**src/design/wbmem_pkg.sv**
```systemverilog
////////////////////
// widths, depths, enums, message structs and the data replication helper
////////////////////
`default_nettype none

package wbmem_pkg;

  localparam int data_width_lp        = 64;
  localparam int sel_width_lp         = 8;
  localparam int paddr_width_lp       = 20;
  localparam int wb_addr_width_lp     = 17;
  // byte offset within a dword
  localparam int byte_offset_width_lp = paddr_width_lp - wb_addr_width_lp;
  localparam int sp_index_width_lp    = 8;
  localparam int fwd_fifo_depth_lp    = 2;
  localparam int fwd_fifo_ptr_width_lp = $clog2(fwd_fifo_depth_lp);
  localparam int fwd_fifo_cnt_width_lp = $clog2(fwd_fifo_depth_lp + 1);

  typedef enum logic [1:0] {
    size_1 = 2'b00,
    size_2 = 2'b01,
    size_4 = 2'b10,
    size_8 = 2'b11
  } msg_size_e;

  typedef enum logic {
    uc_rd = 1'b0,
    uc_wr = 1'b1
  } msg_type_e;

  // bridge FSM
  typedef enum logic [1:0] {
    st_reset     = 2'b00,
    st_ready     = 2'b01,
    st_wait_read = 2'b10
  } bridge_state_e;

  typedef struct packed {
    msg_type_e                 msg_type;
    msg_size_e                 size;
    logic [paddr_width_lp-1:0] addr;
  } mem_hdr_s;

  // shared by command and response channels
  typedef struct packed {
    mem_hdr_s                 hdr;
    logic [data_width_lp-1:0] data;
  } mem_msg_s;

  // narrow data is repeated over the whole bus
  function automatic logic [data_width_lp-1:0] replicate_low(
    input logic [data_width_lp-1:0] data,
    input msg_size_e                size
  );
    logic [data_width_lp-1:0] result;
    case (size)
      size_1:  result = {8{data[7:0]}};
      size_2:  result = {4{data[15:0]}};
      size_4:  result = {2{data[31:0]}};
      default: result = data;
    endcase
    return result;
  endfunction

endpackage

`default_nettype wire

```
**src/design/wb_client_bridge.sv**
```systemverilog
////////////////////
// Wishbone client to memory command bridge
////////////////////
`timescale 1ns/1ps
`default_nettype none

module wb_client_bridge (
  input  wire logic                                  clk_i,
  input  wire logic                                  reset_i,

  // Wishbone client side
  input  wire logic [wbmem_pkg::wb_addr_width_lp-1:0] adr_i,
  input  wire logic [wbmem_pkg::data_width_lp-1:0]    dat_i,
  input  wire logic                                  cyc_i,
  input  wire logic                                  stb_i,
  input  wire logic [wbmem_pkg::sel_width_lp-1:0]     sel_i,
  input  wire logic                                  we_i,
  output logic [wbmem_pkg::data_width_lp-1:0]         dat_o,
  output logic                                       ack_o,

  // command channel
  output wbmem_pkg::mem_msg_s                        fwd_msg_o,
  output logic                                       fwd_v_o,
  input  wire logic                                  fwd_ready_and_i,

  // response channel is always taken
  input  wire wbmem_pkg::mem_msg_s                   rev_msg_i,
  input  wire logic                                  rev_v_i
);

  import wbmem_pkg::*;

  bridge_state_e state_r;
  bridge_state_e state_n;
  msg_size_e     msg_size;
  logic          fwd_handshake;
  logic          rd_resp;

  // size decode from byte selects
  always_comb begin
    case (sel_i)
      8'h01:   msg_size = size_1;
      8'h03:   msg_size = size_2;
      8'h0F:   msg_size = size_4;
      default: msg_size = size_8;
    endcase
  end

  // command fields with the word address padded to a byte address
  always_comb begin
    fwd_msg_o.hdr.msg_type = we_i ? uc_wr : uc_rd;
    fwd_msg_o.hdr.size     = msg_size;
    fwd_msg_o.hdr.addr     = {adr_i, {byte_offset_width_lp{1'b0}}};
    fwd_msg_o.data         = replicate_low(dat_i, msg_size);
  end

  // write responses are dropped here
  assign rd_resp = rev_v_i & (rev_msg_i.hdr.msg_type == uc_rd);
  assign dat_o   = rev_msg_i.data;

  assign fwd_handshake = fwd_v_o & fwd_ready_and_i;

  always_comb begin
    state_n = state_r;
    fwd_v_o = 1'b0;
    ack_o   = 1'b0;

    case (state_r)
      st_reset: begin
        state_n = st_ready;
      end

      st_ready: begin
        fwd_v_o = cyc_i & stb_i;
        // writes ack on handshake and reads only when answered at once
        ack_o   = fwd_handshake & (we_i | rd_resp);
        if (fwd_handshake & ~(we_i | rd_resp)) begin
          state_n = st_wait_read;
        end
      end

      st_wait_read: begin
        ack_o = rd_resp;
        if (rd_resp) begin
          state_n = st_ready;
        end
      end

      default: begin
        state_n = st_reset;
      end
    endcase
  end

  always_ff @(posedge clk_i) begin
    if (reset_i) begin
      state_r <= st_reset;
    end else begin
      state_r <= state_n;
    end
  end

endmodule

`default_nettype wire

```
**config.mk**
```make
export PLATFORM = sky130hd
export DESIGN_NAME = wb_client_bridge
export DESIGN_NICKNAME = d
export VERILOG_FILES = /design/src/design/wbmem_pkg.sv /design/src/design/wb_client_bridge.sv
export SDC_FILE = /design/constraint.sdc
export NUM_CORES = 1
export LEC_CHECK = 0
export BUFFER_PORTS_ARGS = -buffer_cell sky130_fd_sc_hd__buf_2
export CAP_MARGIN = 5
export CORE_AREA = 10 10 122 124
export CTS_BUF_LIST = sky130_fd_sc_hd__clkbuf_8 sky130_fd_sc_hd__clkbuf_16
export DETAILED_ROUTE_END_ITERATION = 12
export DIE_AREA = 0 0 132 134
export PLACE_DENSITY_LB_ADDON = 0.05
export SLEW_MARGIN = 25
export SYNTH_ARGS = -nofsm -noshare
export SYNTH_HDL_FRONTEND = slang
export SYNTH_SLANG_ARGS = --single-unit
export TNS_END_PERCENT = 5
```
**constraint.sdc**
```tcl
create_clock -name clk_i -period 4 [get_ports clk_i]
set_input_delay 0.4 -clock clk_i [delete_from_list [all_inputs] [get_ports clk_i]]
set_output_delay 0.4 -clock clk_i [all_outputs]
set_load 0.03 [all_outputs]
```
# Word level (Yosys, flattened, before mapping)
# Cells that the tools add are included.
dict set report word_totals {
  regBits 2
  output_inout_bits 153
}
dict set report op_classes {
  eq_ne 9
  mux 8
  bitwise_logic 8
  n_reduce_logical 3
}
# operator n
set op_table {}
lappend op_table {{64-bit case mux with 3 select lines} 1}
lappend op_table {{2-bit case mux with 3 select lines} 2}
lappend op_table {{8-bit by 1-bit == test with 1-bit output, second input constant} 1}
lappend op_table {{8-bit by 2-bit == test with 1-bit output, second input constant} 1}
lappend op_table {{8-bit by 4-bit == test with 1-bit output, second input constant} 1}
lappend op_table {{1-bit AND} 5}
lappend op_table {{2-bit by 1-bit == test with 1-bit output, second input constant} 2}
lappend op_table {{2-bit == test, second input constant} 2}
lappend op_table {{2-bit zero test} 2}
lappend op_table {{2-bit 2-to-1 mux} 2}
lappend op_table {{2-bit != test, second input constant} 2}
lappend op_table {{1-bit 2-to-1 mux} 2}
lappend op_table {{1-bit NOT} 2}
lappend op_table {{1-bit case mux with 2 select lines} 1}
lappend op_table {{2-bit AND reduction} 1}
lappend op_table {{1-bit bitwise OR} 1}

# Logic depth before layout (Yosys ltp)
# Gate-level depths: netlist (run 1).
dict set report depth {
  word_depth 7
  mapped_depth 7
  mapped_depth_nobuf 6
}

# Least setup slack after synthesis (run 1)
# No wires, ideal clock.
dict set report synth_timing {
  kind {input -> output}
  startpoint {input port sel_i[5] in the netlist's numbering}
  endpoint {output port fwd_msg_o[16] in the netlist's numbering}
  arrival_ns 2.102
  t_required_ns 3.600
  slack_ns 1.498
  path_stages 4
  path_buffers 1
  cell_sequence {nor4_4 > nand3_2 > clkbuf_1 > o21ai_0}
}
# item line_no
set synth_rtl {}
lappend synth_rtl {{start: declaration} wb_client_bridge.sv:16} ;# input wire logic [wbmem_pkg::sel_width_lp-1:0] sel_i,
lappend synth_rtl {{end: declaration} wb_client_bridge.sv:22} ;# output wbmem_pkg::mem_msg_s fwd_msg_o,

==> summary.txt, run 1 <==
Die
  • CORE AREA: between 10,000 and 15,000 µm²
  • Starting Density: between 10% and 20%
  • Site row count: 41
  • Die area: 17,700 µm²
  • Floorplan die width: roughly 130 µm
  • Ports: ~340
  • Die H: ~130 µm

Setup path
  • Crit path arrival time: around 2.4 ns
  • Family with the most delay on the worst path: simple AND/OR/NAND/NOR gates
  • R2r startpoint: state_r[1]
  • Crit path max fanout: 12
  • CP most frequent cell: buf_2
  • Setup CP Type: input pin to primary output
  • Critical path launch point type: input pin
  • Max stage delay on crit path: around 0.60 ns
  • Worst setup path start: sel_i[3]
  • CP Capture Type: primary output
  • CP max-delay cell: and3_1
  • Req. time, crit path: approximately 3.6 ns
  • Buf+Inv Stages, Crit Path: 3
  • CP cell instances: buf_2, nor2_2, buf_4, and3_1, mux2_2, buf_2

Pwr
  • Tot Pwr: roughly 0.43 mW
  • Static Leak: about 1.1 nW
  • Max VDD drop: between 0.1 and 0.15 mV
  • Pwr dens: slightly below 200 nW/µm²

Logic synthesis
  • Register bit total from synthesis: 2
  • Share of synthesized flip-flops with an asynchronous set or reset: 0%
  • Top cells by count, synth: buf_4, nand2_1, o21ai_0
  • YS warnings: 0
  • Largest cells by area after synthesis: buf_4, mux2_2, o21ai_0, nand2_1, a22oi_1
  • EDFF count, synth: 0
  • Cells after Synth: 271
  • Sequential share of the synthesized area: under 10%
  • Most common cell in the synthesized netlist: buf_4
  • Main flop type after synthesis: dfxtp_1
  • Top cell type's share of synthesized area: 37.0%
  • Synth cell types: 38
  • Synthesized area per cell: between 7 and 8 µm²
  • Top cell type by total area after synthesis: buf_4
  • Mapped cell area: between 1500 and 2000 µm²

Global routing
  • Initial antenna violation count: 0
  • First-pass GRT wire length: ~14,000 µm
  • GRT overflow: 0
  • Gr usage total: about a tenth
  • Vias in the first global route: 2,317
  • Largest net degree at the start of global routing: 25

Job
  • Max-Cap Viols: 0

Placement
  • Gpl congestion: ~0.7
  • Number of I/O port buffers: about 150
  • Inst Count DP: 489
  • Hpwl dp: 8290 µm

Finish
  • Top flop regs: state_r x2
  • Layout Nets: 508
  • Max FFs per register: 2
  • Number of diodes: 0
  • Reg with most FFs: state_r
  • Post-route insts no fill: between 400 and 500
  • Share of cells above drive strength 1: a little under three fifths
  • Post-synthesis to final-layout area growth: 15.0%

Drt
  • Routed WL per cell: roughly 20 µm
  • # DRC: 0
  • Routed vias/inst: around 4
  • Antenna-violating nets left: 0
  • First drt pass iteration count: 4
  • Iter 0 DRT Violations: 49
  • DR vias: 1,984
  • Routed wire length: ~9700 µm

Clock network
  • CTS clk-pin slew, worst paths: around 0.030 ns
  • Num CTS Buffers: 3
  • CTS H-tree depth: 1
  • Total setup buffers inserted after CTS: 0
  • Post-CTS Resized: 0
  • Clock Latency Late Sink: 0.22 ns
  • CTS tree: yes
  • Hold Buf Count CTS: 0
  • Clk buf depth: 2
  • Clock sinks: 2
  • Root Buffer: clkbuf_16

Timing
  • Final count of hold timing violations: 0
  • Slew Viols, Final: 0
  • Unrepaired setup endpoints after global routing: false
  • Max Clock Skew: between 0.0015 and 0.002 ns
  • Measured slew at the worst slew-check pin: around 0.76 ns
  • Slew headroom: 49.3%
  • Setup_tns: 0 ns
  • Fin crit share: a little under three quarters
  • Final setup viols: 0
  • Max frequency: around 350 MHz
  • Final worst path period need: 2.84 ns

Status
  • Status: complete, no violations

Hold path
  • HP Start: reset_i
  • Hold crit path type: input pin to flop
[kinds of logic after synthesis]
kind of cell,after synthesis,share of synthesized area [%]
other cells,1,0.197
buf+inv,114,42.2
xor+xnor,1,0.459
flops,2,2.10
fa+ha+maj,3,1.97
mux,25,14.6
simple gates,60,16.1
compound gates,65,22.4
[path summary, 6_finish.rpt]
kind              slack, ns            to  cells past startpoint
setup / recovery       1.16  fwd_msg_o[8]                      6
hold / removal         0.37    state_r[1]                      2
setup reg to reg       2.43    state_r[0]                      6
hold reg to reg        0.50    state_r[1]                      2
[cell usage in the layout, fill, tap and decap left out, drive strengths merged]
cell type and count:
nor4b 1, clkbuf 3, buf 152, nand3 1
o21ai 33, mux2i 3, nand4 1, inv 6
mux2 22, and2 2, o31ai 1, dfxtp 2
nor2 4, xor2 1, nor4 1, a21o 3
a22oi 13, a221oi 1, nor2b 2, ha 3
and3 4, a21oi 4, conb 3, a22o 3
nor3 8, nand2 33, a221o 5, nand2b 1
o211ai 2, nand4bb 1, nor3b 1
[layer usage]
layer	vias to the layer above	GRT usage, %	part of all wire, %
met5	-	0	0
met4	0	5.50	4.8
met3	47	3.55	8.9
met2	124	17.9	47
met1	867	11.0	39
li1	946	-	-
[power breakdown]
group          switching [mW]  internal, mW
logic                   0.170        0.0876
registers            0.000946        0.0218
clock network          0.0244         0.127
total                   0.196         0.237
[metrics by stage]
step / instance area (µm²) / setup slack, ns / hold WS [ns] / utilization [%]
finish: 2190 / 1.16 / 0.366 / 17.6
global route: 2190 / 0.930 / 0.389 / 17.6
CTS: 2190 / 1.03 / 0.363 / 17.6
detailed placement: 2120 / 1.03 / 0.500 / 17.0
global placement: 2120 / 1.04 / 0.517 / 17.0
floorplan: 1910 / 1.50 / 0.464 / -
[area by class of cell]
type	count	area, µm²
inverter	6	22.5
fill	1488	10300
multi-input combinational	157	1070
timing repair buffer	152	771
tap	172	215
sequential	2	40.0
clock buffer	3	75.1
(Power assumes the default switching activity.)
==> run 2: changes to the inputs <==
- clock period: 4 -> 2.66 ns (I/O delays scaled with it)
==> summary.txt, run 2 (synthesis results as in run 1) <==
Finish
  • Share of cells above drive strength 1: a little under 60%
  • Layout fillers: 1,496
  • Commonest non-fill, non-tap cells in the layout: buf_2, nand2_1, o21ai_0
  • Area occupied by multi-input gates: roughly 1100 µm²
  • Reg with most FFs: state_r
  • Top flop regs: state_r x2
  • Most common cell after layout, fill and taps aside: buf_2
  • Max FFs per register: 2
  • Layout Nets: 518
  • Post-Route Utilization: a little under a fifth
  • Post-route insts no fill: 502
  • Post-synthesis to final-layout area growth: 19.0%
  • Number of diodes: 0
  • Storage element area: approximately 40 µm²

Global routing
  • GRT overflow: 0
  • Largest net degree at the start of global routing: 18
  • First-pass GRT wire length: approximately 14,000 µm
  • Initial antenna violation count: 0
  • Gr usage total: between 10% and 20%
  • Vias in the first global route: about 2,300

Hold path
  • HP Start: reset_i
  • WHS Endpoint: state_r[1]
  • Hold Crit Depth: 2
  • Hold crit path type: input pin to flop

Pwr
  • Switch share: between 40% and 50%
  • Comb power frac: roughly 60%
  • Clk pwr share: approximately 35%
  • Sequential power share: between 5 and 6%
  • Tot Pwr: 0.651 mW
  • Switching power of the nets: between 0.2 and 0.3 mW
  • Max VDD drop: ~0.19 mV
  • Int Power: roughly 0.36 mW
  • Static Leak: ~1.2 nW
  • Pwr dens: 287 nW/µm²

Setup path
  • Buf+Inv Stages, Crit Path: 3
  • Crit path arrival time: 1.95 ns
  • CP most frequent cell: buf_2
  • R2R cell count: 6
  • Req. time, crit path: ~2.4 ns
  • R2r endpoint: state_r[0]
  • CP cell instances: buf_2, nor4_4, o211ai_4, buf_4, a221o_1, buf_2
  • R2r startpoint: state_r[1]
  • Flop2flop setup slack: 1.11 ns
  • Max stage delay on crit path: 0.44 ns
  • Critical path launch point type: input pin
  • CP max-delay cell: nor4_4
  • Setup CP Type: input pin to primary output
  • Family with the most delay on the worst path: compound AO/OA/AOI/OAI gates
  • CP Capture Type: primary output
  • Crit path max fanout: 13

Timing
  • Max frequency: about 450 MHz
  • Slew Viols, Final: 0
  • Slew headroom: around 65%
  • Setup_tns: 0 ns
  • Fin crit share: between 80 and 90%
  • Final worst path period need: 2.22 ns
  • Unrepaired setup endpoints after global routing: false
  • Max Clock Skew: 0.00210 ns
  • Final count of hold timing violations: 0
  • Measured slew at the worst slew-check pin: 0.529 ns
  • Final setup viols: 0

Die
  • Site row count: about 40
  • Starting Density: 15.3%
  • CORE AREA: between 10,000 and 15,000 µm²
  • Ports: between 300 and 400
  • Die H: between 100 and 150 µm
  • Die area: between 15,000 and 20,000 µm²
  • Floorplan die width: 132 µm

Clock network
  • Clock Latency Late Sink: 0.22 ns
  • Post-CTS Resized: 0
  • Root Buffer: clkbuf_16
  • Clk buf depth: 2
  • Hold Buf Count CTS: 0
  • CTS clk-pin slew, worst paths: 0.03 ns
  • Num CTS Buffers: 3
  • CTS tree: yes
  • Clock sinks: 2
  • Total setup buffers inserted after CTS: 0
  • CTS H-tree depth: 1

Drt
  • Iter 0 DRT Violations: 58
  • DR vias: about 2,000
  • Routed wire length: 9880 µm
  • Routed WL per cell: around 20 µm
  • # DRC: 0
  • Antenna-violating nets left: 0
  • First drt pass iteration count: 4
  • Routed vias/inst: between 4 and 5

Placement
  • Number of I/O port buffers: between 100 and 150
  • Hpwl dp: around 8600 µm
  • Gpl congestion: between 0.7 and 0.8
  • Inst Count DP: around 500

Job
  • Max-Cap Viols: 0

Status
  • Status: complete, no violations
run 2: cell count changes in the layout (fill, tap and decap cells not counted):
cell / delta
buf_4: +10
run 2: final cells by class:
type / instances / share of cell area, %
Multi-Input combinational cell: 157 / 47.2
Timing Repair Buffer: 162 / 37.3
Tap cell: 172 / 9.49
Clock buffer: 3 / 3.31
Sequential cell: 2 / 1.77
Inverter: 6 / 0.993
run 2: worst max path at each step:
stage / start / end / slack [ns] / depth (start not counted)
floorplan: sel_i[5] / fwd_msg_o[16] / 0.43 / 4
global placement: sel_i[5] / fwd_msg_o[47] / 0.40 / 6
detailed placement: sel_i[5] / fwd_msg_o[47] / 0.40 / 6
CTS: sel_i[5] / fwd_msg_o[47] / 0.40 / 6
global route: sel_i[5] / fwd_msg_o[47] / 0.34 / 6
finish: sel_i[5] / fwd_msg_o[47] / 0.44 / 6
run 2: per-stage QoR:
stage	hold slack, ns	worst slack [ns]	area [µm²]
2_1_floorplan	0.335	0.426	1910
3_3_place_gp	0.463	0.397	2190
3_5_place_dp	0.456	0.398	2190
4_1_cts	0.227	0.396	2270
5_1_grt	0.247	0.338	2270
6_report	0.235	0.443	2270
run 2: power groups by stage:
stage               registers [mW]  logic (mW)  clock network [mW]
finish                      0.0342       0.392               0.225
global route                0.0346       0.428               0.233
CTS                         0.0342       0.401               0.228
detailed placement          0.0345       0.399                   0
global placement            0.0345       0.402                   0
floorplan                   0.0342       0.469                   0
run 2: layer usage:
| layer | part of all wire [%] | GRT usage, % |
|---|---|---|
| met1 | 39 | 10.6 |
| met3 | 9.3 | 3.44 |
| met4 | 4.6 | 5.13 |
| met5 | 0 | 0 |
| met2 | 47 | 18.5 |
