<file path="config.mk">
export PLATFORM = sky130hd
export DESIGN_NAME = mem_fwd_fifo
export DESIGN_NICKNAME = d
export VERILOG_FILES = /design/src/design/wbmem_pkg.sv /design/src/design/mem_fwd_fifo.sv
export SDC_FILE = /design/constraint.sdc
export NUM_CORES = 1
export LEC_CHECK = 0
export BUFFER_PORTS_ARGS = -buffer_cell sky130_fd_sc_hd__buf_2
export CAP_MARGIN = 20
export CORE_UTILIZATION = 49
export CTS_BUF_LIST = sky130_fd_sc_hd__clkbuf_4 sky130_fd_sc_hd__clkbuf_8
export DETAILED_ROUTE_END_ITERATION = 8
export PLACE_DENSITY_LB_ADDON = 0.15
export SETUP_SLACK_MARGIN = 0.3
export SYNTH_ARGS = -nofsm -noshare
export SYNTH_HDL_FRONTEND = slang
export SYNTH_SLANG_ARGS = --single-unit
</file>
<file path="constraint.sdc">
create_clock -name clk_i -period 2.9 [get_ports clk_i]
set_clock_uncertainty 0.15 [all_clocks]
set_input_delay 0.145 -clock clk_i [delete_from_list [all_inputs] [get_ports clk_i]]
set_output_delay 0.145 -clock clk_i [all_outputs]
set_load 0.005 [all_outputs]
</file>
<file path="src/design/wbmem_pkg.sv">
////////////////////
// widths, depths, enums, message structs and the data replication helper
////////////////////
`default_nettype none

package wbmem_pkg;

  localparam int data_width_lp        = 64;
  localparam int sel_width_lp         = 8;
  localparam int paddr_width_lp       = 20;
  localparam int wb_addr_width_lp     = 17;
  // byte offset within a dword
  localparam int byte_offset_width_lp = paddr_width_lp - wb_addr_width_lp;
  localparam int sp_index_width_lp    = 8;
  localparam int fwd_fifo_depth_lp    = 2;
  localparam int fwd_fifo_ptr_width_lp = $clog2(fwd_fifo_depth_lp);
  localparam int fwd_fifo_cnt_width_lp = $clog2(fwd_fifo_depth_lp + 1);

  typedef enum logic [1:0] {
    size_1 = 2'b00,
    size_2 = 2'b01,
    size_4 = 2'b10,
    size_8 = 2'b11
  } msg_size_e;

  typedef enum logic {
    uc_rd = 1'b0,
    uc_wr = 1'b1
  } msg_type_e;

  // bridge FSM
  typedef enum logic [1:0] {
    st_reset     = 2'b00,
    st_ready     = 2'b01,
    st_wait_read = 2'b10
  } bridge_state_e;

  typedef struct packed {
    msg_type_e                 msg_type;
    msg_size_e                 size;
    logic [paddr_width_lp-1:0] addr;
  } mem_hdr_s;

  // shared by command and response channels
  typedef struct packed {
    mem_hdr_s                 hdr;
    logic [data_width_lp-1:0] data;
  } mem_msg_s;

  // narrow data is repeated over the whole bus
  function automatic logic [data_width_lp-1:0] replicate_low(
    input logic [data_width_lp-1:0] data,
    input msg_size_e                size
  );
    logic [data_width_lp-1:0] result;
    case (size)
      size_1:  result = {8{data[7:0]}};
      size_2:  result = {4{data[15:0]}};
      size_4:  result = {2{data[31:0]}};
      default: result = data;
    endcase
    return result;
  endfunction

endpackage

`default_nettype wire

</file>
<file path="src/design/mem_fwd_fifo.sv">
////////////////////
// two-entry command FIFO
////////////////////
`timescale 1ns/1ps
`default_nettype none

module mem_fwd_fifo (
  input  wire logic          clk_i,
  input  wire logic          reset_i,

  input  wire wbmem_pkg::mem_msg_s data_i,
  input  wire logic          v_i,
  output logic               ready_and_o,

  output wbmem_pkg::mem_msg_s data_o,
  output logic               v_o,
  input  wire logic          yumi_i
);

  import wbmem_pkg::*;

  mem_msg_s                         entries_r [fwd_fifo_depth_lp];
  logic [fwd_fifo_ptr_width_lp-1:0] wptr_r;
  logic [fwd_fifo_ptr_width_lp-1:0] rptr_r;
  logic [fwd_fifo_cnt_width_lp-1:0] count_r;
  logic                             enq;
  logic                             deq;

  assign ready_and_o = (count_r != fwd_fifo_cnt_width_lp'(fwd_fifo_depth_lp));
  assign v_o         = (count_r != '0);
  assign data_o      = entries_r[rptr_r];

  assign enq = v_i & ready_and_o;
  assign deq = yumi_i & v_o;

  // storage
  always_ff @(posedge clk_i) begin
    if (enq) begin
      entries_r[wptr_r] <= data_i;
    end
  end

  // pointers and fill count
  always_ff @(posedge clk_i) begin
    if (reset_i) begin
      wptr_r  <= '0;
      rptr_r  <= '0;
      count_r <= '0;
    end else begin
      if (enq) begin
        if (wptr_r == fwd_fifo_ptr_width_lp'(fwd_fifo_depth_lp - 1)) begin
          wptr_r <= '0;
        end else begin
          wptr_r <= wptr_r + 1'b1;
        end
      end
      if (deq) begin
        if (rptr_r == fwd_fifo_ptr_width_lp'(fwd_fifo_depth_lp - 1)) begin
          rptr_r <= '0;
        end else begin
          rptr_r <= rptr_r + 1'b1;
        end
      end
      // simultaneous enq and deq leaves the count alone
      case ({enq, deq})
        2'b10:   count_r <= count_r + 1'b1;
        2'b01:   count_r <= count_r - 1'b1;
        default: count_r <= count_r;
      endcase
    end
  end

endmodule

`default_nettype wire

</file>
# After elaboration in Yosys (flattened, before gate mapping)
# Memories as Yosys holds them, arrays and structs flattened. A register that Yosys moved wholly into a read port is not among the register bits.
# Index checks and enable logic that the tools add are counted.
totals:
  reg_bits: 4
  word_cells: 22
  memories: 1
  ram_bits: 174
op_classes:
  eq_ne: 3
  bitwise: 2
  n_reduce_logical: 2
  mux: 7
  add_sub_neg: 4
mem_list:
  columns: ["name", "words", "word_bits", "read_ports", "rd_clocked_by_memory_dff", "wr", "line", "text"]
  rows:
  - ["entries_r", 2, 87, 1, 1, 1, "mem_fwd_fifo.sv:22", "mem_msg_s entries_r [fwd_fifo_depth_lp];"]
ops:
  columns: ["op", "count"]
  rows:
  - ["$mux W1", 6]
  - ["$pmux W2 S2", 1]
  - ["$reduce_bool A2 Y1", 2]
  - ["$add A1 B1 Y1 const B", 2]
  - ["$add A2 B1 Y2 const B", 1]
  - ["$and A1 B1 Y1", 2]
  - ["$eq A2 B1 Y1 const B", 1]
  - ["$eq A2 B2 Y1 const B", 1]
  - ["$ne A2 B2 Y1 const B", 1]
  - ["$sub A2 B1 Y2 const B", 1]

# Logic depth before layout (Yosys ltp)
# Gate-level depths: netlist (run 1).
depth:
  ltp_word: 4
  mapped_depth: 6

# Worst setup path before layout (run 1)
# Ideal clock, no wire load.
synth_timing:
  path_kind: "reg-to-reg"
  from: "register count_r[0]"
  to: "memory entries_r[1][0] (netlist bit), enable pin"
  setup_ns: 0.456
  setup_slack_ns: -0.389
  path_stages_with_launch: 3
  required_time_ns: 2.294
  t_arrival_ns: 2.683
  period_less_slack_ns: 3.289
  path_cell_list: "dfxtp_1 -> nand2b_1 -> and3_1"
synth_via:
  elab_chain_cells: 4
synth_rtl:
  columns: ["item", "line", "text"]
  rows:
  - ["from (decl)", "mem_fwd_fifo.sv:25", "logic [fwd_fifo_cnt_width_lp-1:0] count_r;"]
  - ["from (signal assigned)", "mem_fwd_fifo.sv:66", "2'b10: count_r <= count_r + 1'b1;"]
  - ["from (signal assigned)", "mem_fwd_fifo.sv:67", "2'b01: count_r <= count_r - 1'b1;"]
  - ["from (signal assigned)", "mem_fwd_fifo.sv:68", "default: count_r <= count_r;"]
  - ["$ne A2 B2 Y1", "mem_fwd_fifo.sv:29", "assign ready_and_o = (count_r != fwd_fifo_cnt_width_lp'(fwd_fifo_depth_lp));"]
  - ["via ready_and_o", "mem_fwd_fifo.sv:13", "output logic ready_and_o,"]
  - ["$and A1 B1 Y1", "mem_fwd_fifo.sv:33", "assign enq = v_i & ready_and_o;"]
  - ["$mux W1", "mem_fwd_fifo.sv:38", "if (enq) begin"]
  - ["$mux W1 (not written as such)", "mem_fwd_fifo.sv:39", "entries_r[wptr_r] <= data_i;"]
  - ["to (decl)", "mem_fwd_fifo.sv:22", null]
# The timed path passes the listed nets, and every way through them passes these cells.

==> results of run 1 <==
## worst reg2reg max path: stages, from the launching register on
cell	delay [ns]
dfxtp_1	0.43
nand2b_1	0.23
and3_4	0.49
buf_12	0.29
## through the flow
step	instance area (um2)	instances	util (%)	power, W	worst slack (ns)
finish	8970	765	70.2	0.00688	0.791
CTS	8970	765	70.2	0.00695	0.727
detailed placement	7630	642	59.8	0.00509	0.964
global route	8970	765	70.2	0.00723	0.645
floorplan	6510	295	-	0.00441	0.375
global placement	7630	642	59.8	0.00506	1.04
## flip-flops by register name (all words and copies together), names as in the netlist, named ones only
register / flops
count_r: 2
entries_r: 174
rptr_r: 1
wptr_r: 1
## Yosys cell counts, drive strengths merged
| cell type | count |
|---|---|
| mux2 | 87 |
| o21ai | 1 |
| edfxtp | 174 |
| inv | 1 |
| nand2 | 1 |
| ha | 1 |
| nor2 | 3 |
| a21bo | 1 |
| or3 | 1 |
| a21oi | 2 |
| or2 | 1 |
| dfxtp | 5 |
| buf | 10 |
| nand3b | 1 |
| and3 | 1 |
| o21a | 1 |
| nand2b | 1 |
| xor2 | 1 |
| xnor2 | 2 |
## report_power, final
group          switching (W)  internal, W
registers           0.000124      0.00326
logic               0.000788     0.000947
clock network       0.000829     0.000928
total                0.00174      0.00514
## placed cells by master (no fill, tap or decap), drive strengths merged
| master | instances |
|---|---|
| clkbuf | 17 |
| bufinv | 4 |
| mux2 | 87 |
| dfxtp | 5 |
| nand3b | 1 |
| xor2 | 1 |
| edfxtp | 174 |
| or2 | 1 |
| buf | 185 |
| nor2 | 3 |
| nand2b | 1 |
| a21bo | 1 |
| dlygate4sd3 | 91 |
| a21oi | 2 |
| clkinvlp | 5 |
| clkinv | 7 |
| and3 | 1 |
| or3 | 1 |
| ha | 1 |
| o21a | 1 |
| o21ai | 1 |
| xnor2 | 2 |
| nand2 | 1 |
## path summary, 6_finish.rpt
check	to	slack [ns]	depth (start not counted)
worst max-delay path	data_o[51]	0.79	3
worst max register to register	entries_r[1][78]$_DFFE_PP_	0.97	3
worst min-delay path	entries_r[1][80]$_DFFE_PP_	0.26	2
worst min register to register	rptr_r$_SDFFE_PP0P_	0.39	2
## what timing repair did
item                      4_1_cts  5_1_grt
hold endpoints to repair      179        0
hold buffers                   91        0
buffers inserted                0        0
## metal layers
metal | vias to the layer above | share of wire (%) | track usage (%)
li1 | 1740 | - | -
met1 | 1787 | 40 | 20.0
met2 | 133 | 51 | 30.5
met3 | 15 | 7.7 | 7.05
met4 | 0 | 1.8 | 7.85
met5 | - | 0 | 0
## cell families after synthesis
group / synth area share (%)
DFF: 81.9
muxes: 15.1
buffers and inverters: 1.21
and+or+nand+nor: 0.731
AOI/OAI and AO/OA: 0.500
xor gates and xnor gates: 0.404
adders and majority gates: 0.192
## final cells by class
class	count	area (um2)
sequential	179	5330
fill	844	3800
timing repair buffer	276	1890
multi-input combinational	105	1100
clock buffer	17	234
tap	172	215
clock inverter	15	190
inverter	1	7.51
==> reports/metrics.yaml, run 1 <==
slowest_delay_ns: 0.51
period_minus_slack_ns: 2.11
yosysTopAreaCell: "edfxtp_1"
avgRoutedWirePerCell_um: 15.5
netlist-cell-type-count: 20
grt_pass1_wl_um: 17700
arrival_ns: 1.81
yosysWarnings: 0
clkTransAtPathRegs_ns: 0.09
slew-limit-headroom_pct: 67.0
drt_first_pass_iters: 6
place.gp.congestion: 0.694
hold_start: "data_i[80]"
cts_resized: 0
status: "finished, final reports clean"
start_kind: "register"
grt_max_degree: 88
area_delta_synth_final_pct: 37.9
ant_nets: 0
die-area_mm2: 0.0137
final_nets: 672
yosysSeqAreaShare_pct: 81.9
routed-via-count: 3675
antennaDiodeCount: 0
setup.worst_path.class: "register to output pin"
crit_chain: "buf_12 > mux2_2 > buf_2"
ir_worst_vdd_uv: 506
crit_fanout: 50
start_util_pct: 50.9
die_x_um: 117
placementRows: 41
cts_root_buffer: "clkbuf_8"
track_usage_pct: 17.9
r2r-start: "count_r[0]$_SDFFE_PP0P_"
hpwl_um: 7090
cts.path.max_buffers: 2
setup_violations: 0
fmax_mhz: 474
tightest_slew_ns: 0.495
rsz0062_at_grt: "no"
drive_gt1_share_pct: 51.8
gr-total-overflow: 0
hold-worst-slack_ns: 0.263
endpoint_kind: "output pin"
boundaryPins: 180
antenna_found_initial: 0
finalSetupTns_ns: 0
slowest_stage: "dfxtp_4"
drt_iter0_drc: 215
synthTopCellsByArea: "edfxtp_1 80%, mux2_2 15%, dfxtp_1 1.5%"
syn_inst: 295
totalWireLength_um: 11800
ys_ff_latch: 179
viasPerCell: 4.80
cts.sinks: 179
synth_area_mm2: 0.00650
max_cap_viol_count: 0
cts_tree: "built"
synth.net_count: 387
drc: 0
leakagePower_nw: 3.36
hp-class: "primary input to register"
maxSlewViolCount: 0
cts_htree_levels: 4
power_density_mw_per_mm2: 767
avgSynthCellArea_um2: 22.0
fin_crit_sh_pct: 72.7
core_area_mm2: 0.0128
worst-path-buf-inv: 2
io_buffers: 179
grt_pass1_vias: 3786
die_y_um: 117
cp_top_family: "flip-flops"
synth.top_cell.area_share_pct: 80.4
numCtsBuffers: 17
timing_hold_violations_final: 0
clock_latency_ns: 0.45
critical_path_required_ns: 2.61
(Power assumes the default switching activity.)
==> run 2: changes to the inputs <==
==> constraint.sdc (replaced) <==
create_clock -name clk_i -period 1.87 [get_ports clk_i]
set_clock_uncertainty 0.15 [all_clocks]
set_input_delay 0.0935 -clock clk_i [delete_from_list [all_inputs] [get_ports clk_i]]
set_output_delay 0.0935 -clock clk_i [all_outputs]
set_load 0.005 [all_outputs]
==> run 2 against run 1 <==
The flow now finishes with violations (negative setup slack); total power increased by 75%; combinational power increased by 150%; utilization increased by 6.6 points; register-to-register slack got worse by 0.69 ns; global-route usage increased by 1.4 points; routed wire length increased by 17%; first-iteration DRC count increased by 7.0%; non-clock buffer count increased by 28; critical path depth increased by 2; critical endpoint is now data_o[64].
==> reports/metrics.yaml, run 2 (synthesis gave the netlist of run 1 again) <==
grt_pass1_vias: 3866
fin_crit_sh_pct: 102
hold_start: "data_i[84]"
drt_first_pass_iters: 4
clock_latency_ns: 0.45
placementRows: 41
violations: "negative setup slack"
power_w: 0.0120
period_minus_slack_ns: 1.90
ant_nets: 0
hp-class: "primary input to register"
cp_top_family: "buffers and inverters"
worstSetupPathDepth: 5
r2r_slack_ns: 0.28
power_density_mw_per_mm2: 1220
track_usage_pct: 19.3
nFillCells: 742
setup_violations: 49
cts_tree: "built"
hpwl_um: 7330
cts_htree_levels: 4
critical_path_required_ns: 1.63
timing_hold_violations_final: 0
most-common-layout-cells: "174 x edfxtp_1, 139 x buf_2, 90 x dlygate4sd3_1, 54 x mux2_2, 43 x buf_6"
ir_worst_vdd_uv: 906
multi_input_area_mm2: 0.00125
endpoint_kind: "output pin"
avgRoutedWirePerCell_um: 17.4
fin_area_mm2: 0.00981
leakagePower_nw: 3.77
slowest_delay_ns: 0.36
drc: 0
gr-total-overflow: 0
die-area_mm2: 0.0137
cts.path.max_buffers: 2
start_util_pct: 50.9
antennaDiodeCount: 0
pre_cts_ws_ns: 0.256
worst-path-buf-inv: 4
cts_root_buffer: "clkbuf_8"
slew-limit-headroom_pct: 80.8
tightest_slew_ns: 0.288
r2r_cells: 5
r2r_end: "entries_r[0][63]$_DFFE_PP_"
die_x_um: 117
setup.worst_path.class: "register to output pin"
arrival_ns: 1.66
cts.sinks: 179
crit_chain: "buf_12 > buf_12 > buf_16 > mux2_4 > buf_6"
placed_area_mm2: 0.00770
final_nets: 700
slowest_stage: "dfxtp_4"
start_kind: "register"
numCtsBuffers: 17
reg.largest.list: "entries_r: 174 flops, count_r: 2 flops"
maxSlewViolCount: 0
viasPerCell: 4.84
boundaryPins: 180
totalWireLength_um: 13800
rsz0062_at_grt: "yes"
fmax_mhz: 526
r2r-start: "count_r[0]$_SDFFE_PP0P_"
area_delta_synth_final_pct: 50.8
cpMostUsedCell: "buf_12"
dp.cells: 643
max_cap_viol_count: 0
place.gp.congestion: 0.724
drt_iter0_drc: 230
drive_gt1_share_pct: 54.8
largest_reg_flops: 174
core_area_mm2: 0.0128
cp-endpoint: "data_o[64]"
grt_max_degree: 52
clkTransAtPathRegs_ns: 0.08
top_register: "entries_r"
grt_pass1_wl_um: 18700
worst_slack_ns: -0.0296
antenna_found_initial: 0
crit_fanout: 7
layout_commonest_cell: "edfxtp_1"
io_buffers: 179
fin_cells: 792
routed-via-count: 3834
die_y_um: 117
status: "finished with violations"
seq_area_mm2: 0.00534
run 2: area by class of cell:
class,count,share of cell area (%)
tap,172,2.19
inverter,1,0.0766
timing repair buffer,304,26.9
multi-input combinational,105,12.7
sequential,179,54.4
clock buffer,19,2.54
clock inverter,12,1.19
run 2: where the power goes:
group / total [W] / leakage, nW / internal, W / switching [W]
registers: 0.00522 / 1.67 / 0.00507 / 0.000151
logic: 0.00434 / 1.93 / 0.00267 / 0.00167
clock network: 0.00245 / 0.177 / 0.00118 / 0.00126
total: 0.0120 / 3.77 / 0.00892 / 0.00309
run 2: layer usage:
| metal | vias up | share of wire [%] | wire [um] | track usage, % |
|---|---|---|---|---|
| met2 | 137 | 53 | 7290 | 34.3 |
| met1 | 1879 | 37 | 5130 | 20.8 |
| met3 | 18 | 8.3 | 1150 | 6.64 |
| met5 | - | 0 | 0 | 0 |
| li1 | 1800 | - | - | - |
| met4 | 0 | 1.7 | 237 | 8.86 |
run 2: worst reg2reg max path, stage by stage, from the launching register on:
cell and delay [ns]:
dfxtp_4 0.36, nand2b_4 0.15, nand3b_1 0.16, clkinvlp_4 0.14, buf_6 0.11, buf_16 0.21
run 2: timing repair:
action | CTS | global route
pin swaps | 3 | 3
buffers inserted | 11 | 7
hold buffers | 90 | 0
gates cloned | 5 | 5
resized for setup | 62 | 31
hold endpoints to repair | 179 | 0
endpoints found under the setup margin | 139 | 139
run 2: how the worst min path moves through the flow:
stage,end,slack (ns),cells past startpoint
floorplan,count_r[0]$_SDFFE_PP0P_,0.008,1
global placement,entries_r[1][30]$_DFFE_PP_,0.13,1
detailed placement,entries_r[1][5]$_DFFE_PP_,0.13,1
CTS,entries_r[0][71]$_DFFE_PP_,0.18,2
global route,entries_r[0][22]$_DFFE_PP_,0.20,2
finish,entries_r[0][84]$_DFFE_PP_,0.21,2
run 2: through the flow:
step                utilization (%)  TNS, ns  hold slack [ns]
floorplan                         -   -79.75          0.00847
global placement               60.3        0            0.132
detailed placement             60.3        0            0.134
CTS                            74.4    -1.23            0.184
global route                   76.8    -4.28            0.204
finish                         76.8   -0.616            0.214
==> run 3: changes to the inputs <==
--- a/config.mk
+++ b/config.mk
@@ -7,10 +7,13 @@
 export LEC_CHECK = 0
 export BUFFER_PORTS_ARGS = -buffer_cell sky130_fd_sc_hd__buf_2
 export CAP_MARGIN = 20
-export CORE_UTILIZATION = 49
+export CELL_PAD_IN_SITES_DETAIL_PLACEMENT = 0
+export CELL_PAD_IN_SITES_GLOBAL_PLACEMENT = 1
+export CORE_UTILIZATION = 41
 export CTS_BUF_LIST = sky130_fd_sc_hd__clkbuf_4 sky130_fd_sc_hd__clkbuf_8
 export DETAILED_ROUTE_END_ITERATION = 8
 export PLACE_DENSITY_LB_ADDON = 0.15
+export REMOVE_ABC_BUFFERS = 1
 export SETUP_SLACK_MARGIN = 0.3
 export SYNTH_ARGS = -nofsm -noshare
 export SYNTH_HDL_FRONTEND = slang
==> run 3 against run 2 <==
The flow now finishes without violations; global-route usage decreased by 2.4 points; non-clock buffer count decreased by 4; critical endpoint is now data_o[54]; highest routed layer unchanged; worst hold slack got worse by 0.018 ns; sequential cell count unchanged; maximum frequency increased by 3.7%; clock-buffer cell count decreased by 2; routed wire length increased by 1.9%.
==> reports/metrics.yaml, run 3 (synthesis gave the netlist of run 1 again) <==
r2r_slack_ns: 0.22
period_minus_slack_ns: 1.83
leakagePower_nw: 3.98
viasPerCell: 4.59
arrival_ns: 1.59
io_buffers: 179
clock_latency_ns: 0.46
ir_worst_vdd_uv: 649
max_cap_viol_count: 0
rsz0062_at_grt: "yes"
dp.cells: 689
die_y_um: 128
start_util_pct: 42.5
switching_share_pct: 25.0
die_x_um: 128
combPwrFrac_pct: 36.0
fmax_mhz: 546
area_delta_synth_final_pct: 56.9
p_int_w: 0.00970
largest_reg_flops: 174
maxSlewViolCount: 0
totalWireLength_um: 14100
worst_slack_ns: 0.0380
routed-via-count: 3803
gr-total-overflow: 0
cts_root_buffer: "clkbuf_8"
numCtsBuffers: 17
hold_end: "entries_r[0][9]$_DFFE_PP_"
clock_power_share_pct: 23.6
final_nets: 696
timing_hold_violations_final: 0
hold_start: "data_i[9]"
drt_iter0_drc: 218
boundaryPins: 180
cts.sinks: 179
pre_cts_ws_ns: 0.147
power_density_mw_per_mm2: 1270
tightest_slew_ns: 0.309
setup.worst_path.class: "register to output pin"
switching_power_w: 0.00324
status: "finished, final reports clean"
clkTransAtPathRegs_ns: 0.09
slowest_delay_ns: 0.38
final_core_util_pct: 66.6
track_usage_pct: 16.9
hp-class: "primary input to register"
avgRoutedWirePerCell_um: 17.0
crit_fanout: 12
cts_htree_levels: 4
drc: 0
drive_gt1_share_pct: 55.1
endpoint_kind: "output pin"
reg.largest.list: "entries_r: 174 flops, count_r: 2 flops"
ant_nets: 0
cts.path.max_buffers: 2
slowest_stage: "dfxtp_4"
most-common-layout-cells: "174 x edfxtp_1, 113 x buf_2, 90 x dlygate4sd3_1, 69 x buf_6, 67 x mux2_4"
core_area_mm2: 0.0153
place.gp.congestion: 0.716
die-area_mm2: 0.0164
layout_commonest_cell: "edfxtp_1"
drt_first_pass_iters: 5
holdPathStages: 2
placementRows: 45
grt_max_degree: 36
slew-limit-headroom_pct: 79.2
antenna_found_initial: 0
fin_cells: 828
r2r_end: "count_r[1]$_SDFFE_PP0P_"
fin_crit_sh_pct: 98.0
placed_area_mm2: 0.00778
critical_path_required_ns: 1.63
hpwl_um: 7750
r2r-start: "count_r[0]$_SDFFE_PP0P_"
grt_pass1_wl_um: 20000
antennaDiodeCount: 0
seq_power_share_pct: 40.5
top_register: "entries_r"
start_kind: "register"
r2r_cells: 5
cts_tree: "built"
power_w: 0.0129
fin_area_mm2: 0.0102
setup_violations: 0
grt_pass1_vias: 3910
crit_chain: "buf_6 > buf_12 > mux2_2 > buf_2"
nFillCells: 1094
run 3: worst max-delay path by stage:
stage	end	from	slack (ns)
3_5_place_dp	entries_r[0][72]$_DFFE_PP_	count_r[0]$_SDFFE_PP0P_	0.15
2_1_floorplan	entries_r[1][0]$_DFFE_PP_	count_r[0]$_SDFFE_PP0P_	-1.42
5_1_grt	data_o[54]	register	-0.05
6_report	data_o[54]	register	0.04
3_3_place_gp	count_r[1]$_SDFFE_PP0P_	count_r[0]$_SDFFE_PP0P_	0.20
4_1_cts	data_o[79]	register	-0.008
run 3: per-layer routing:
metal / wire length, um / up-vias / GRT usage [%]
met1: 5870 / 1874 / 19.4
met2: 7270 / 121 / 29.2
met5: 0 / - / 0
met4: 196 / 0 / 6.64
li1: - / 1791 / -
met3: 734 / 17 / 5.72
run 3: cell type report:
cell class / instances / area, um2 / area share (%)
timing repair buffer: 300 / 2720 / 26.7
sequential: 179 / 5340 / 52.3
clock buffer: 17 / 234 / 2.29
inverter: 1 / 8.76 / 0.0858
clock inverter: 15 / 236 / 2.32
multi-input combinational: 105 / 1400 / 13.7
tap: 211 / 264 / 2.59
run 3: what timing repair did:
action                                  4_1_cts  5_1_grt
endpoints found under the setup margin      252      106
hold endpoints to repair                    182        0
gates cloned                                  3        3
pin swaps                                     0        4
resized for setup                            69       99
hold buffers                                 90        0
setup buffers                                10        1
run 3: power by group through the flow:
| stage | registers (W) | clock network, W | logic (W) |
|---|---|---|---|
| 3_3_place_gp | 0.00531 | 0 | 0.00270 |
| 4_1_cts | 0.00520 | 0.00313 | 0.00376 |
| 5_1_grt | 0.00529 | 0.00331 | 0.00494 |
| 3_5_place_dp | 0.00533 | 0 | 0.00270 |
| 2_1_floorplan | 0.00547 | 0 | 0.00134 |
| 6_report | 0.00524 | 0.00305 | 0.00466 |
run 3: critical path, delay by kind of cell (launching register included):
| family | cells | cell delay (ns) |
|---|---|---|
| buffers and inverters | 3 | 0.41 |
| DFF | 1 | 0.38 |
| muxes | 1 | 0.34 |
run 3: metrics by stage:
| stage | TNS [ns] | hold WS [ns] |
|---|---|---|
| 3_3_place_gp | 0 | 0.131 |
| 3_5_place_dp | 0 | 0.134 |
| 4_1_cts | -0.0533 | 0.161 |
| 5_1_grt | -1.96 | 0.160 |
| 6_report | 0 | 0.196 |
| 2_1_floorplan | -306.64 | 0.0126 |
